File: src/include/cpuControl_settings.svh
`ifndef CPU_CONTROL_SETTINGS_SVH
`define CPU_CONTROL_SETTINGS_SVH

// Instruction register
`define INSTR_WIDTH 32

// Major opcode sits in the top bits of the word
`define OPCODE_WIDTH 6

// R-type function code sits in the low bits
`define FUNCT_WIDTH 6

// State code as seen on the top-level state port
`define STATE_WIDTH 7

// ALU operation code driven to the datapath
`define ALU_OP_WIDTH 4

`endif

File: src/design/controlPkg.sv
`include "cpuControl_settings.svh"

package controlPkg;

    // Sequencer states
    typedef enum logic [`STATE_WIDTH-1:0] {
        fetchAddr  = 7'd0,
        fetchWait  = 7'd1,
        fetchLoad  = 7'd2,
        decode     = 7'd3,
        aluExec    = 7'd4,
        storeAddr  = 7'd5,
        storeData  = 7'd6,
        storeWait  = 7'd7,
        branchCmp  = 7'd8,
        branchTake = 7'd9,
        trap       = 7'd10
    } stateT;

    typedef enum logic [`ALU_OP_WIDTH-1:0] {
        pass  = 4'b0000,
        add   = 4'b0011,
        sub   = 4'b0100,
        cmpEq = 4'b1111 // Result drives cond back to the sequencer
    } aluOpT;

    // ALU B-input mux
    typedef enum logic [1:0] {
        register   = 2'b00,
        signExtImm = 2'b01,
        shiftedImm = 2'b10,
        four       = 2'b11
    } srcBSelT;

    // One full control word, all zero is the idle word
    typedef struct packed {
        logic    irLoad;
        logic    pcLoad;
        logic    npcLoad;
        logic    rfLoad;
        logic    marLoad;
        logic    mdrLoad;
        logic    memStart;
        logic    memWrite;
        logic    memByte;
        aluOpT   aluOp;
        srcBSelT srcBSel;
        logic    regDstRd;
        logic    carryIn;
        logic    trap;
    } ctrlWordT;

endpackage

File: src/design/isaPkg.sv
`include "cpuControl_settings.svh"

package isaPkg;

    // Major opcodes this unit knows about
    typedef enum logic [`OPCODE_WIDTH-1:0] {
        rType = 6'b000000,
        beq   = 6'b000100,
        sb    = 6'b101000
    } opcodeT;

    // R-type function codes
    typedef enum logic [`FUNCT_WIDTH-1:0] {
        addu = 6'b100001
    } functT;

    // What the sequencer needs to know after decode
    typedef enum logic [1:0] {
        aluReg,
        storeByte,
        branchEq,
        illegal
    } instrClassT;

    // Opcode field, unlisted codes kept as raw values
    function automatic opcodeT opcodeOf(input logic [`INSTR_WIDTH-1:0] word);
        opcodeOf = opcodeT'(word[`INSTR_WIDTH-1 -: `OPCODE_WIDTH]);
    endfunction

    // Function field of an R-type word
    function automatic functT functOf(input logic [`INSTR_WIDTH-1:0] word);
        functOf = functT'(word[`FUNCT_WIDTH-1:0]);
    endfunction

endpackage

File: src/design/decodeIf.sv
`timescale 1ns/100ps

interface decodeIf
    import isaPkg::*, controlPkg::*;
();

    instrClassT instrClass;
    aluOpT      aluOp;        // Only meaningful for aluReg
    logic       writesReg;
    logic       illegalInstr;

    modport source (
        output instrClass,
        output aluOp,
        output writesReg,
        output illegalInstr
    );

    // Sequencer side, sampled in decode only
    modport sink (
        input instrClass,
        input aluOp,
        input writesReg,
        input illegalInstr
    );

endinterface

File: src/design/controlEncoder.sv
`timescale 1ns/100ps

module controlEncoder
    import controlPkg::*;
(
    input  logic    MOV,
    input  logic    rst,
    input  stateT   nextState,
    output logic    irLoad,
    output logic    pcLoad,
    output logic    npcLoad,
    output logic    rfLoad,
    output logic    marLoad,
    output logic    mdrLoad,
    output logic    memStart,
    output logic    memWrite,
    output logic    memByte,
    output aluOpT   aluOp,
    output srcBSelT srcBSel,
    output logic    regDstRd,
    output logic    carryIn,
    output logic    trap
);

    ctrlWordT ctrlD;
    ctrlWordT ctrlQ;

    // Word for the state the sequencer enters on the next edge
    always_comb begin
        ctrlD = '0; // Strobes low, ALU pass, B from register

        case (nextState)
            fetchAddr: ctrlD.marLoad = 1'b1;
            fetchWait: ctrlD.memStart = 1'b1;
            fetchLoad: begin
                ctrlD.irLoad  = 1'b1;
                ctrlD.pcLoad  = 1'b1;
                ctrlD.npcLoad = 1'b1;
                ctrlD.aluOp   = add;  // PC + 4
                ctrlD.srcBSel = four;
            end
            aluExec: begin
                ctrlD.rfLoad   = 1'b1;
                ctrlD.aluOp    = add;
                ctrlD.srcBSel  = register;
                ctrlD.regDstRd = 1'b1;
                ctrlD.carryIn  = 1'b0; // Unsigned add, no carry in
            end
            storeAddr: begin
                ctrlD.marLoad = 1'b1;
                ctrlD.aluOp   = add;  // Base plus offset
                ctrlD.srcBSel = signExtImm;
            end
            storeData: ctrlD.mdrLoad = 1'b1;
            storeWait: begin
                ctrlD.memStart = 1'b1;
                ctrlD.memWrite = 1'b1;
                ctrlD.memByte  = 1'b1;
            end
            branchCmp: begin
                ctrlD.aluOp   = cmpEq;
                ctrlD.srcBSel = register;
            end
            branchTake: begin
                ctrlD.pcLoad  = 1'b1;
                ctrlD.aluOp   = add;
                ctrlD.srcBSel = shiftedImm;
            end
            controlPkg::trap: ctrlD.trap = 1'b1;
            default: ;
        endcase
    end

    always_ff @(posedge MOV) begin
        if (rst) begin
            ctrlQ <= '0;
        end else begin
            ctrlQ <= ctrlD;
        end
    end

    assign irLoad   = ctrlQ.irLoad;
    assign pcLoad   = ctrlQ.pcLoad;
    assign npcLoad  = ctrlQ.npcLoad;
    assign rfLoad   = ctrlQ.rfLoad;
    assign marLoad  = ctrlQ.marLoad;
    assign mdrLoad  = ctrlQ.mdrLoad;
    assign memStart = ctrlQ.memStart;
    assign memWrite = ctrlQ.memWrite;
    assign memByte  = ctrlQ.memByte;
    assign aluOp    = ctrlQ.aluOp;
    assign srcBSel  = ctrlQ.srcBSel;
    assign regDstRd = ctrlQ.regDstRd;
    assign carryIn  = ctrlQ.carryIn;
    assign trap     = ctrlQ.trap;

    // A write must always be part of a started access
    writeNeedsStart: assert property (@(posedge MOV) disable iff (rst)
        memWrite |-> memStart)
        else $error("memWrite high without memStart");

endmodule

File: src/design/cpuControl.sv
`timescale 1ns/100ps
`include "cpuControl_settings.svh"

module cpuControl
    import controlPkg::*;
(
    input  logic                    MOV,
    input  logic                    rst,
    input  logic [`INSTR_WIDTH-1:0] ir,
    input  logic                    moc,
    input  logic                    cond,
    output logic                    irLoad,
    output logic                    pcLoad,
    output logic                    npcLoad,
    output logic                    rfLoad,
    output logic                    marLoad,
    output logic                    mdrLoad,
    output logic                    memStart,
    output logic                    memWrite,
    output logic                    memByte,
    output aluOpT                   aluOp,
    output srcBSelT                 srcBSel,
    output logic                    regDstRd,
    output logic                    carryIn,
    output logic                    trap,
    output stateT                   state
);

    stateT nextState; // Encoder registers the word for this state

    decodeIf dec ();

    instructionDecoder decoder (
        .ir  (ir),
        .dec (dec.source)
    );

    stateSequencer sequencer (
        .MOV       (MOV),
        .rst       (rst),
        .moc       (moc),
        .cond      (cond),
        .dec       (dec.sink),
        .state     (state),
        .nextState (nextState)
    );

    controlEncoder encoder (
        .MOV       (MOV),
        .rst       (rst),
        .nextState (nextState),
        .irLoad    (irLoad),
        .pcLoad    (pcLoad),
        .npcLoad   (npcLoad),
        .rfLoad    (rfLoad),
        .marLoad   (marLoad),
        .mdrLoad   (mdrLoad),
        .memStart  (memStart),
        .memWrite  (memWrite),
        .memByte   (memByte),
        .aluOp     (aluOp),
        .srcBSel   (srcBSel),
        .regDstRd  (regDstRd),
        .carryIn   (carryIn),
        .trap      (trap)
    );

endmodule

File: src/design/instructionDecoder.sv
`timescale 1ns/100ps
`include "cpuControl_settings.svh"

module instructionDecoder
    import isaPkg::*, controlPkg::*;
(
    input  logic [`INSTR_WIDTH-1:0] ir,
    decodeIf.source                 dec
);

    opcodeT opcode;
    functT  funct;

    assign opcode = opcodeOf(ir);
    assign funct  = functOf(ir);

    always_comb begin
        logic knownWord;

        // Legal word list, kept apart from the class table below
        knownWord = ((opcode == rType) && (funct == addu))
                  || (opcode == sb)
                  || (opcode == beq);

        dec.instrClass = illegal;
        dec.aluOp      = pass;
        dec.writesReg  = 1'b0;

        case (opcode)
            rType: begin
                if (funct == addu) begin
                    dec.instrClass = aluReg;
                    dec.aluOp      = add;
                    dec.writesReg  = 1'b1; // rd gets the sum
                end
            end
            sb: begin
                dec.instrClass = storeByte;
            end
            beq: begin
                dec.instrClass = branchEq;
            end
            default: begin
                dec.instrClass = illegal;
            end
        endcase

        dec.illegalInstr = !knownWord;
    end

    // The legal list and the class table must agree on every word
    always_comb begin
        decodeAgree: assert final (dec.illegalInstr == (dec.instrClass == illegal))
            else $error("Decoder class and illegal flag disagree for ir %h", ir);
    end

endmodule

File: src/design/stateSequencer.sv
`timescale 1ns/100ps

module stateSequencer
    import isaPkg::*, controlPkg::*;
(
    input  logic  MOV,
    input  logic  rst,
    input  logic  moc,
    input  logic  cond,
    decodeIf.sink dec,
    output stateT state,
    output stateT nextState
);

    always_ff @(posedge MOV) begin
        if (rst) begin
            state <= fetchAddr;
        end else begin
            state <= nextState;
        end
    end

    always_comb begin
        nextState = fetchAddr;

        case (state)
            fetchAddr: begin
                nextState = fetchWait;
            end
            fetchWait: begin
                nextState = moc ? fetchLoad : fetchWait; // Hold until memory answers
            end
            fetchLoad: begin
                nextState = decode;
            end

            // Decoded fields are only looked at here
            decode: begin
                if (dec.illegalInstr) begin
                    nextState = trap;
                end else begin
                    case (dec.instrClass)
                        aluReg: begin
                            // Only a register-writing add has an execute path
                            if (dec.writesReg && (dec.aluOp == add)) begin
                                nextState = aluExec;
                            end else begin
                                nextState = trap;
                            end
                        end
                        storeByte: nextState = storeAddr;
                        branchEq:  nextState = branchCmp;
                        default:   nextState = trap;
                    endcase
                end
            end

            aluExec: begin
                nextState = fetchAddr;
            end
            storeAddr: begin
                nextState = storeData;
            end
            storeData: begin
                nextState = storeWait;
            end
            storeWait: begin
                nextState = moc ? fetchAddr : storeWait;
            end
            branchCmp: begin
                nextState = cond ? branchTake : fetchAddr; // cond from the cmpEq result
            end
            branchTake: begin
                nextState = fetchAddr;
            end
            trap: begin
                nextState = fetchAddr;
            end
            default: begin
                nextState = fetchAddr;
            end
        endcase
    end

    stateLegal: assert property (@(posedge MOV) disable iff (rst)
        state inside {fetchAddr, fetchWait, fetchLoad, decode, aluExec, storeAddr,
                      storeData, storeWait, branchCmp, branchTake, trap})
        else $error("Sequencer state %0d is not a legal code", state);

    // Memory may only complete an access that was started
    mocInWait: assert property (@(posedge MOV) disable iff (rst)
        moc |-> (state inside {fetchWait, storeWait}))
        else $error("moc seen in state %s", state.name());

    waitLeftOnMoc: assert property (@(posedge MOV) disable iff (rst)
        (($past(state) inside {fetchWait, storeWait}) && (state != $past(state)))
            |-> $past(moc))
        else $error("Wait state left without moc");

endmodule

File: config.mk
export PLATFORM = sky130hd
export DESIGN_NAME = cpuControl
export DESIGN_NICKNAME = d
export VERILOG_FILES = /design/src/design/controlPkg.sv /design/src/design/isaPkg.sv /design/src/design/decodeIf.sv /design/src/design/controlEncoder.sv /design/src/design/cpuControl.sv /design/src/design/instructionDecoder.sv /design/src/design/stateSequencer.sv
export VERILOG_INCLUDE_DIRS = /design/src /design/src/include
export SDC_FILE = /design/constraint.sdc
export NUM_CORES = 1
export LEC_CHECK = 0
export BUFFER_PORTS_ARGS = -buffer_cell sky130_fd_sc_hd__buf_2
export CORE_ASPECT_RATIO = 0.9
export CORE_MARGIN = 2
export CORE_UTILIZATION = 45
export CTS_CLUSTER_DIAMETER = 100
export DETAILED_ROUTE_END_ITERATION = 8
export PLACE_DENSITY = 0.84
export SLEW_MARGIN = 10
export SYNTH_ARGS = -nofsm -noshare
export SYNTH_HDL_FRONTEND = slang
export SYNTH_SLANG_ARGS = --single-unit
File: constraint.sdc
create_clock -name MOV -period 8.15 [get_ports MOV]
set_input_delay 2.0375 -clock MOV [delete_from_list [all_inputs] [get_ports MOV]]
set_output_delay 2.0375 -clock MOV [all_outputs]
set_load 0.01 [all_outputs]
After elaboration in Yosys (flattened, before gate mapping)
Cells that the tools add are included.

Bits in latches: 0. Memory bits (writable): 0. Word-level logic and storage cells: 70. Memories: 0. Bits in registers: 24. Bits in read-only memories: 0. Input port bits: 36.

Div/mod/pow operators: 0. Bitwise gates (word level): 0. Eq/ne operators: 22. $add $sub $neg: 0. Reduce and logical (&&, ||, !) cells: 11. Multipliers: 0. Shift operators: 0. Muxes and demuxes: 23. Order comparisons: 0.

Operators with widths (number): $pmux W7 S8 (1); $eq A7 B3 Y1 const B (7); $pmux W6 S5 (1); $eq A7 B4 Y1 const B (4); $eq A7 B2 Y1 const B (3); $eq A7 B1 Y1 const B (2); $logic_not A7 Y1 (2); $eq A6 B6 Y1 const B (2); $mux W4 (3); $pmux W4 S3 (1); $mux W2 (5); $mux W1 (9); $mux W7 (1); $eq A6 B3 Y1 const B (1); $logic_not A6 Y1 (1); $pmux W2 S3 (1); $reduce_or A2 Y1 (3); $eq A4 B2 Y1 const B (1); $mux W3 (1); $eq A2 B1 Y1 const B (1); $eq A2 B2 Y1 const B (1); $logic_and A1 B1 Y1 (2); $logic_not A2 Y1 (1); $logic_or A1 B1 Y1 (2).

Logic depth before layout (Yosys ltp)
Depth in word-level cells: 12. Gate-level depth with buffers: 12. Depth with buffers taken out: 11.

Modules after synthesis
Synthesis repeated with hierarchy kept, for this count alone.

Cell total of the unflattened synthesis: 119. Area total of the unflattened synthesis: 1029.7 µm².

By module, submodules not included: controlEncoder (area an instance 510.5 µm², cells each 51, instances 1); stateSequencer (area an instance 396.6 µm², cells each 50, instances 1); instructionDecoder (area an instance 122.6 µm², cells each 18, instances 1).

Least setup slack after synthesis
No wires, ideal clock.

Kind: input to register. Start point: input ir[1]. End point: register encoder.ctrlQ (netlist bit encoder.srcBSel[0]). Setup time: 86 ps. Cell stages on the path: 11. Path buffers: 0. Arrival time: 4140 ps. Path slack: 3924 ps. Required time: 8064 ps. Cells stage by stage: nor4b_2 nand2_2 a211o_1 inv_1 ha_1 nor2_1 a221oi_1 nor3_2 a211oi_4 nand3_1 a211oi_1.

Longest elaborated chain between the ends: 11.

Ends and longest elaborated chain: from (decl) (line cpuControl.sv:9) `` input logic [`INSTR_WIDTH-1:0] ir, ``; $eq A6 B6 Y1 * (line instructionDecoder.sv:21, instructionDecoder.sv:31); $mux W2 (line instructionDecoder.sv:31) `if (funct == addu) begin`; $mux W4 (line instructionDecoder.sv:29) `case (opcode)`; $eq A4 B2 Y1 (line stateSequencer.sv:45) `if (dec.writesReg && (dec.aluOp == add)) begin`; $logic_and A1 B1 Y1 (line stateSequencer.sv:45); $mux W4 (line stateSequencer.sv:45); $pmux W4 S3 (line stateSequencer.sv:42) `case (dec.instrClass)`; $mux W7 * (line stateSequencer.sv:39) `if (dec.illegalInstr) begin`; $pmux W7 S8 * (line stateSequencer.sv:26) `case (state)`; $eq A7 B4 Y1, or another cell as far along (line controlEncoder.sv:32) `case (nextState)`; $pmux W6 S5 * (line controlEncoder.sv:32); to (signal assigned) (line controlEncoder.sv:78) `ctrlQ <= ctrlD;`; to (decl) (line controlEncoder.sv:26) `ctrlWordT ctrlQ;`.

Mark *: on every way between the ends. The rest lies on a longest branch, timed or not. A chain may end at the register's enable or synchronous reset.

Worst setup path in the final report
Same ends and word-level chain as after synthesis.

==> results <==
- By startpoint and endpoint, the worst setup path is classified as input port to register.
- The count of cell instances traversed by the critical path is 12.
- The cell family contributing the most delay on the critical path is compound AO/OA/AOI/OAI gates.
- The count of placed standard cells in the final layout, fillers left out is between 150 and 200.
- Summing all flip-flop and latch instances after layout gives around 300 µm².
- The count of unique library cells instantiated by Yosys is 39.
- The end point of the most critical hold path is sequencer.state[3]$_SDFF_PP0_.
- roughly 60 I/O pins were placed.
- The via count of the first global-routing pass is roughly 800.
- The worst setup skew after layout is 0.00287 ns.
- The final wirelength is 2.06 mm.
- The global router's overall resource usage is 17.6%.
- The die footprint is between 2000 and 3000 µm².
- The endpoint of the lowest-slack register-to-register path is encoder.srcBSel[0]$_SDFF_PP0_.
- Hold repair after CTS inserted 0 buffers.
- In the final timing run, aggregate negative setup slack is 0 ns.
- The reg2reg setup slack is approximately 6.2 ns.
- The worst path needs 4.37 ns of the cycle, external delays included.
- The pre-antenna-repair detailed-routing pass consisted of 4 iterations.
- Traced cell by cell, the critical path runs through buf_2, nor4b_2, nand2_2, a211o_1, inv_1, ha_1, nor2_1, a221oi_1, nor3_2, a211oi_4, nand3_1, a211oi_1.
- Counting every instance in the synthesized netlist gives ~120.
- The number of hold-slack violations in the final timing report is 0.
- The final weighted congestion in routability-driven placement is roughly 0.83.
- The total instance count after detailed placement is roughly 170.
- The longest clock path from root to sink contains 2 buffers.
- The largest single stage delay on the critical path is around 0.40 ns.
- In the synthesized netlist the async set-or-reset flop fraction comes to 0%.
- TritonCTS built the clock tree.
- During synthesis, Yosys emitted a total of 0 warnings.
- The initial antenna violation count is 0.
- The max-slew violation count is 0.
- Leaving out fill and tap cells, the most frequent cells in the layout are 36 x sky130_fd_sc_hd__buf_2, 15 x sky130_fd_sc_hd__dfxtp_1, 10 x sky130_fd_sc_hd__nor2_1.
- The number of placement rows is 16.
- The category of the worst setup path launch point is an input port.
- The total overflow left after global routing is 0.
- The remaining antenna violation count is 0.
- The first global-routing pass estimated approximately 3.5 mm of wire.
- The cell area reported after detailed placement is between 1000 and 1500 µm².
- The antenna diode count is 0.
- Clock-pin slew was measured on the worst setup and hold paths at around 0.080 ns.
- The reported leakage power is 0.585 nW.
- After layout, the design draws a total of approximately 190 µW.
- In the routed layout, each cell is associated on average with a via count of between 5 and 6.
- The worst setup path is captured at a register.
- The clock sink total is 15.
- Cells fill approximately 54% of the core in the end.
- The flow ran to the end, and the final reports show no timing, DRC or antenna violations.
- The number of buffers inserted during clock tree synthesis is 3.
- During placement, the flow inserted port buffers numbering 36.
- After floorplanning, the core was sized to cover around 2100 µm².
- The area growth from synthesis to layout is 15.9%.
- The detailed-route wire length per cell is approximately 12 µm.
- The tightest slew margin relative to the limit is between 50 and 60%.
- The number of buffer and inverter stages on the critical path is 2.
- Once the clock tree was built, the setup fixing pass inserted 0 buffers.
- The fraction of the yosys area taken by sequential cells is between 30% and 40%.
- The half-perimeter wire length of the detailed placement result is 1.67 mm.
- The largest net degree at the start of global routing is 12.
- Timing would allow up to 229 MHz.
- The worst-case IR drop observed on VDD is 0.123 mV.
- The launch instance of the worst register-to-register path is sequencer.state[2]$_SDFF_PP0_.
- The class of the tightest hold or removal check is register to register.
- The register bit total from synthesis is 15.
- The post-synth design cell area is ~980 µm².
- Timing analysis after detailed placement gives a worst setup slack of around 3.5 ns.
- Measured along the y axis, the die boundary spans 48.3 µm.
- The number of gates resized after CTS is 0.
- The number of maximum-capacitance violations is 0.
- The most used flip-flop cell after synthesis is sky130_fd_sc_hd__dfxtp_1.
- Setup violations remaining at the end of the flow were counted as 0.
- Summing all multi-input logic gate instances after layout gives between 500 and 600 µm².
- Along the worst path, the maximum fanout reaches 7.
- The worst reg2reg path depth is 6.
- The required time reported for the critical path endpoint is 8.35 ns.
- CTS built an H-tree with a depth of 1.
- Hold is met by slightly above 0.8 ns.
- Setup repair after global routing left no endpoint under its margin.
- The number of DRC markers in iteration 0 is 24.
- Clock latency on the worst-skew pair, taken at its later pin, is around 0.28 ns.
- For this design the ratio of total power to cell area is 170 nW/µm².
- The final clock period utilization by the worst path is about 54%.
- The total via count after detailed routing is slightly above 900.
- The transition time of the tightest slew-check pin is 0.623 ns.
- The initial utilization of the core area, before any placement, comes to between 40 and 50%.
- The synthesized area per cell is between 8 and 9 µm².
- The hold path startpoint is sequencer.state[1]$_SDFF_PP0_.
- The cell at the root of the clock tree is sky130_fd_sc_hd__clkbuf_4.
- The number of synthesized flops with an enable pin is 0.
- The net count of the finished layout is between 150 and 200.
- The overall die width is about 53 µm.
- The filler cells instantiated in the layout total around 200.
- Cells with a size suffix above 1 make up ~35% of the layout.
- The cell with the largest stage delay on the worst path is sky130_fd_sc_hd__nor4b_2.
- Leaving out fill and tap cells, the most frequent cell in the layout is sky130_fd_sc_hd__buf_2.
- The worst hold path depth is 4.
- The setup slack of the critical path after layout is roughly 3.8 ns.
- STA puts the critical path data arrival time at approximately 4.6 ns.
- The remaining design rule violation count is 0.
- After routing the design area is approximately 1100 µm².
-- layout make-up --
class | instances | share of cell area (%)
sequential | 15 | 26.4
tap | 27 | 2.97
multi-input combinational | 82 | 50.1
timing repair buffer | 36 | 15.8
clock buffer | 3 | 1.98
clock inverter | 1 | 0.440
inverter | 7 | 2.31
-- power by group --
part / internal (mW) / total (mW) / switching [mW]
registers: 0.0797 / 0.0849 / 0.00521
clock network: 0.0182 / 0.0411 / 0.0228
logic: 0.0274 / 0.0672 / 0.0397
-- layer usage --
layer	part of all wire [%]	track usage [%]	routed length, µm
met5	0	0	0
met4	0.88	4.70	18
met3	7.8	5.56	161
met2	49	28.2	1010
met1	42	22.7	867
-- registers in the layout, summed over array words and instances (netlist names) --
name / flops
sequencer.state: 4
encoder.aluOp: 2
encoder.srcBSel: 2
encoder.marLoad: 1
encoder.mdrLoad: 1
encoder.memByte: 1
encoder.memStart: 1
encoder.npcLoad: 1
encoder.rfLoad: 1
encoder.trap: 1
-- Yosys cell counts, types with 2 or more instances --
cell type,number,area [µm²]
sky130_fd_sc_hd__nor2_1,10,37.5
sky130_fd_sc_hd__buf_2,2,10.0
sky130_fd_sc_hd__inv_1,7,26.3
sky130_fd_sc_hd__xnor2_1,2,17.5
sky130_fd_sc_hd__a21o_1,2,15.0
sky130_fd_sc_hd__buf_4,11,82.6
sky130_fd_sc_hd__ha_1,4,50.1
sky130_fd_sc_hd__nand3_1,6,30.0
sky130_fd_sc_hd__o21a_1,2,15.0
sky130_fd_sc_hd__nor3_2,3,30.0
sky130_fd_sc_hd__nand2_1,8,30.0
sky130_fd_sc_hd__dfxtp_1,15,300
sky130_fd_sc_hd__nor3_1,8,40.0
sky130_fd_sc_hd__nand2_2,2,12.5
sky130_fd_sc_hd__a21oi_1,3,15.0
sky130_fd_sc_hd__or3_1,4,25.0
sky130_fd_sc_hd__nor4_1,2,12.5
sky130_fd_sc_hd__nor3b_1,3,22.5
-- cell families (layout without fill, tap and decap cells) --
group,count (synthesis),after routing,synth area share (%)
buffers and inverters,21,47,12.5
adders and majority gates,4,4,5.10
xor gates and xnor gates,2,2,1.78
muxes,1,1,1.02
AOI/OAI and AO/OA,17,17,15.3
DFF,15,15,30.6
and+or+nand+nor,54,54,33.4
other,1,4,0.382
-- tightest hold or removal path, cell delays in order (launching register included) --
cell,delay [ns]
sky130_fd_sc_hd__dfxtp_1,0.37
sky130_fd_sc_hd__nand2_2,0.12
sky130_fd_sc_hd__nor3_2,0.08
sky130_fd_sc_hd__o21ai_2,0.12
sky130_fd_sc_hd__a21oi_1,0.08
-- how the worst max path moves through the flow --
stage / startpoint / end / slack (ns)
finish: ir[1] / encoder.srcBSel[0]$_SDFF_PP0_ / 3.78
global route: ir[1] / encoder.srcBSel[0]$_SDFF_PP0_ / 3.59
CTS: ir[1] / encoder.srcBSel[0]$_SDFF_PP0_ / 3.77
detailed placement: ir[1] / encoder.srcBSel[0]$_SDFF_PP0_ / 3.49
global placement: ir[1] / encoder.srcBSel[0]$_SDFF_PP0_ / 3.58
floorplan: ir[1] / encoder.srcBSel[0]$_SDFF_PP0_ / 3.92
(Power assumes the default switching activity.)
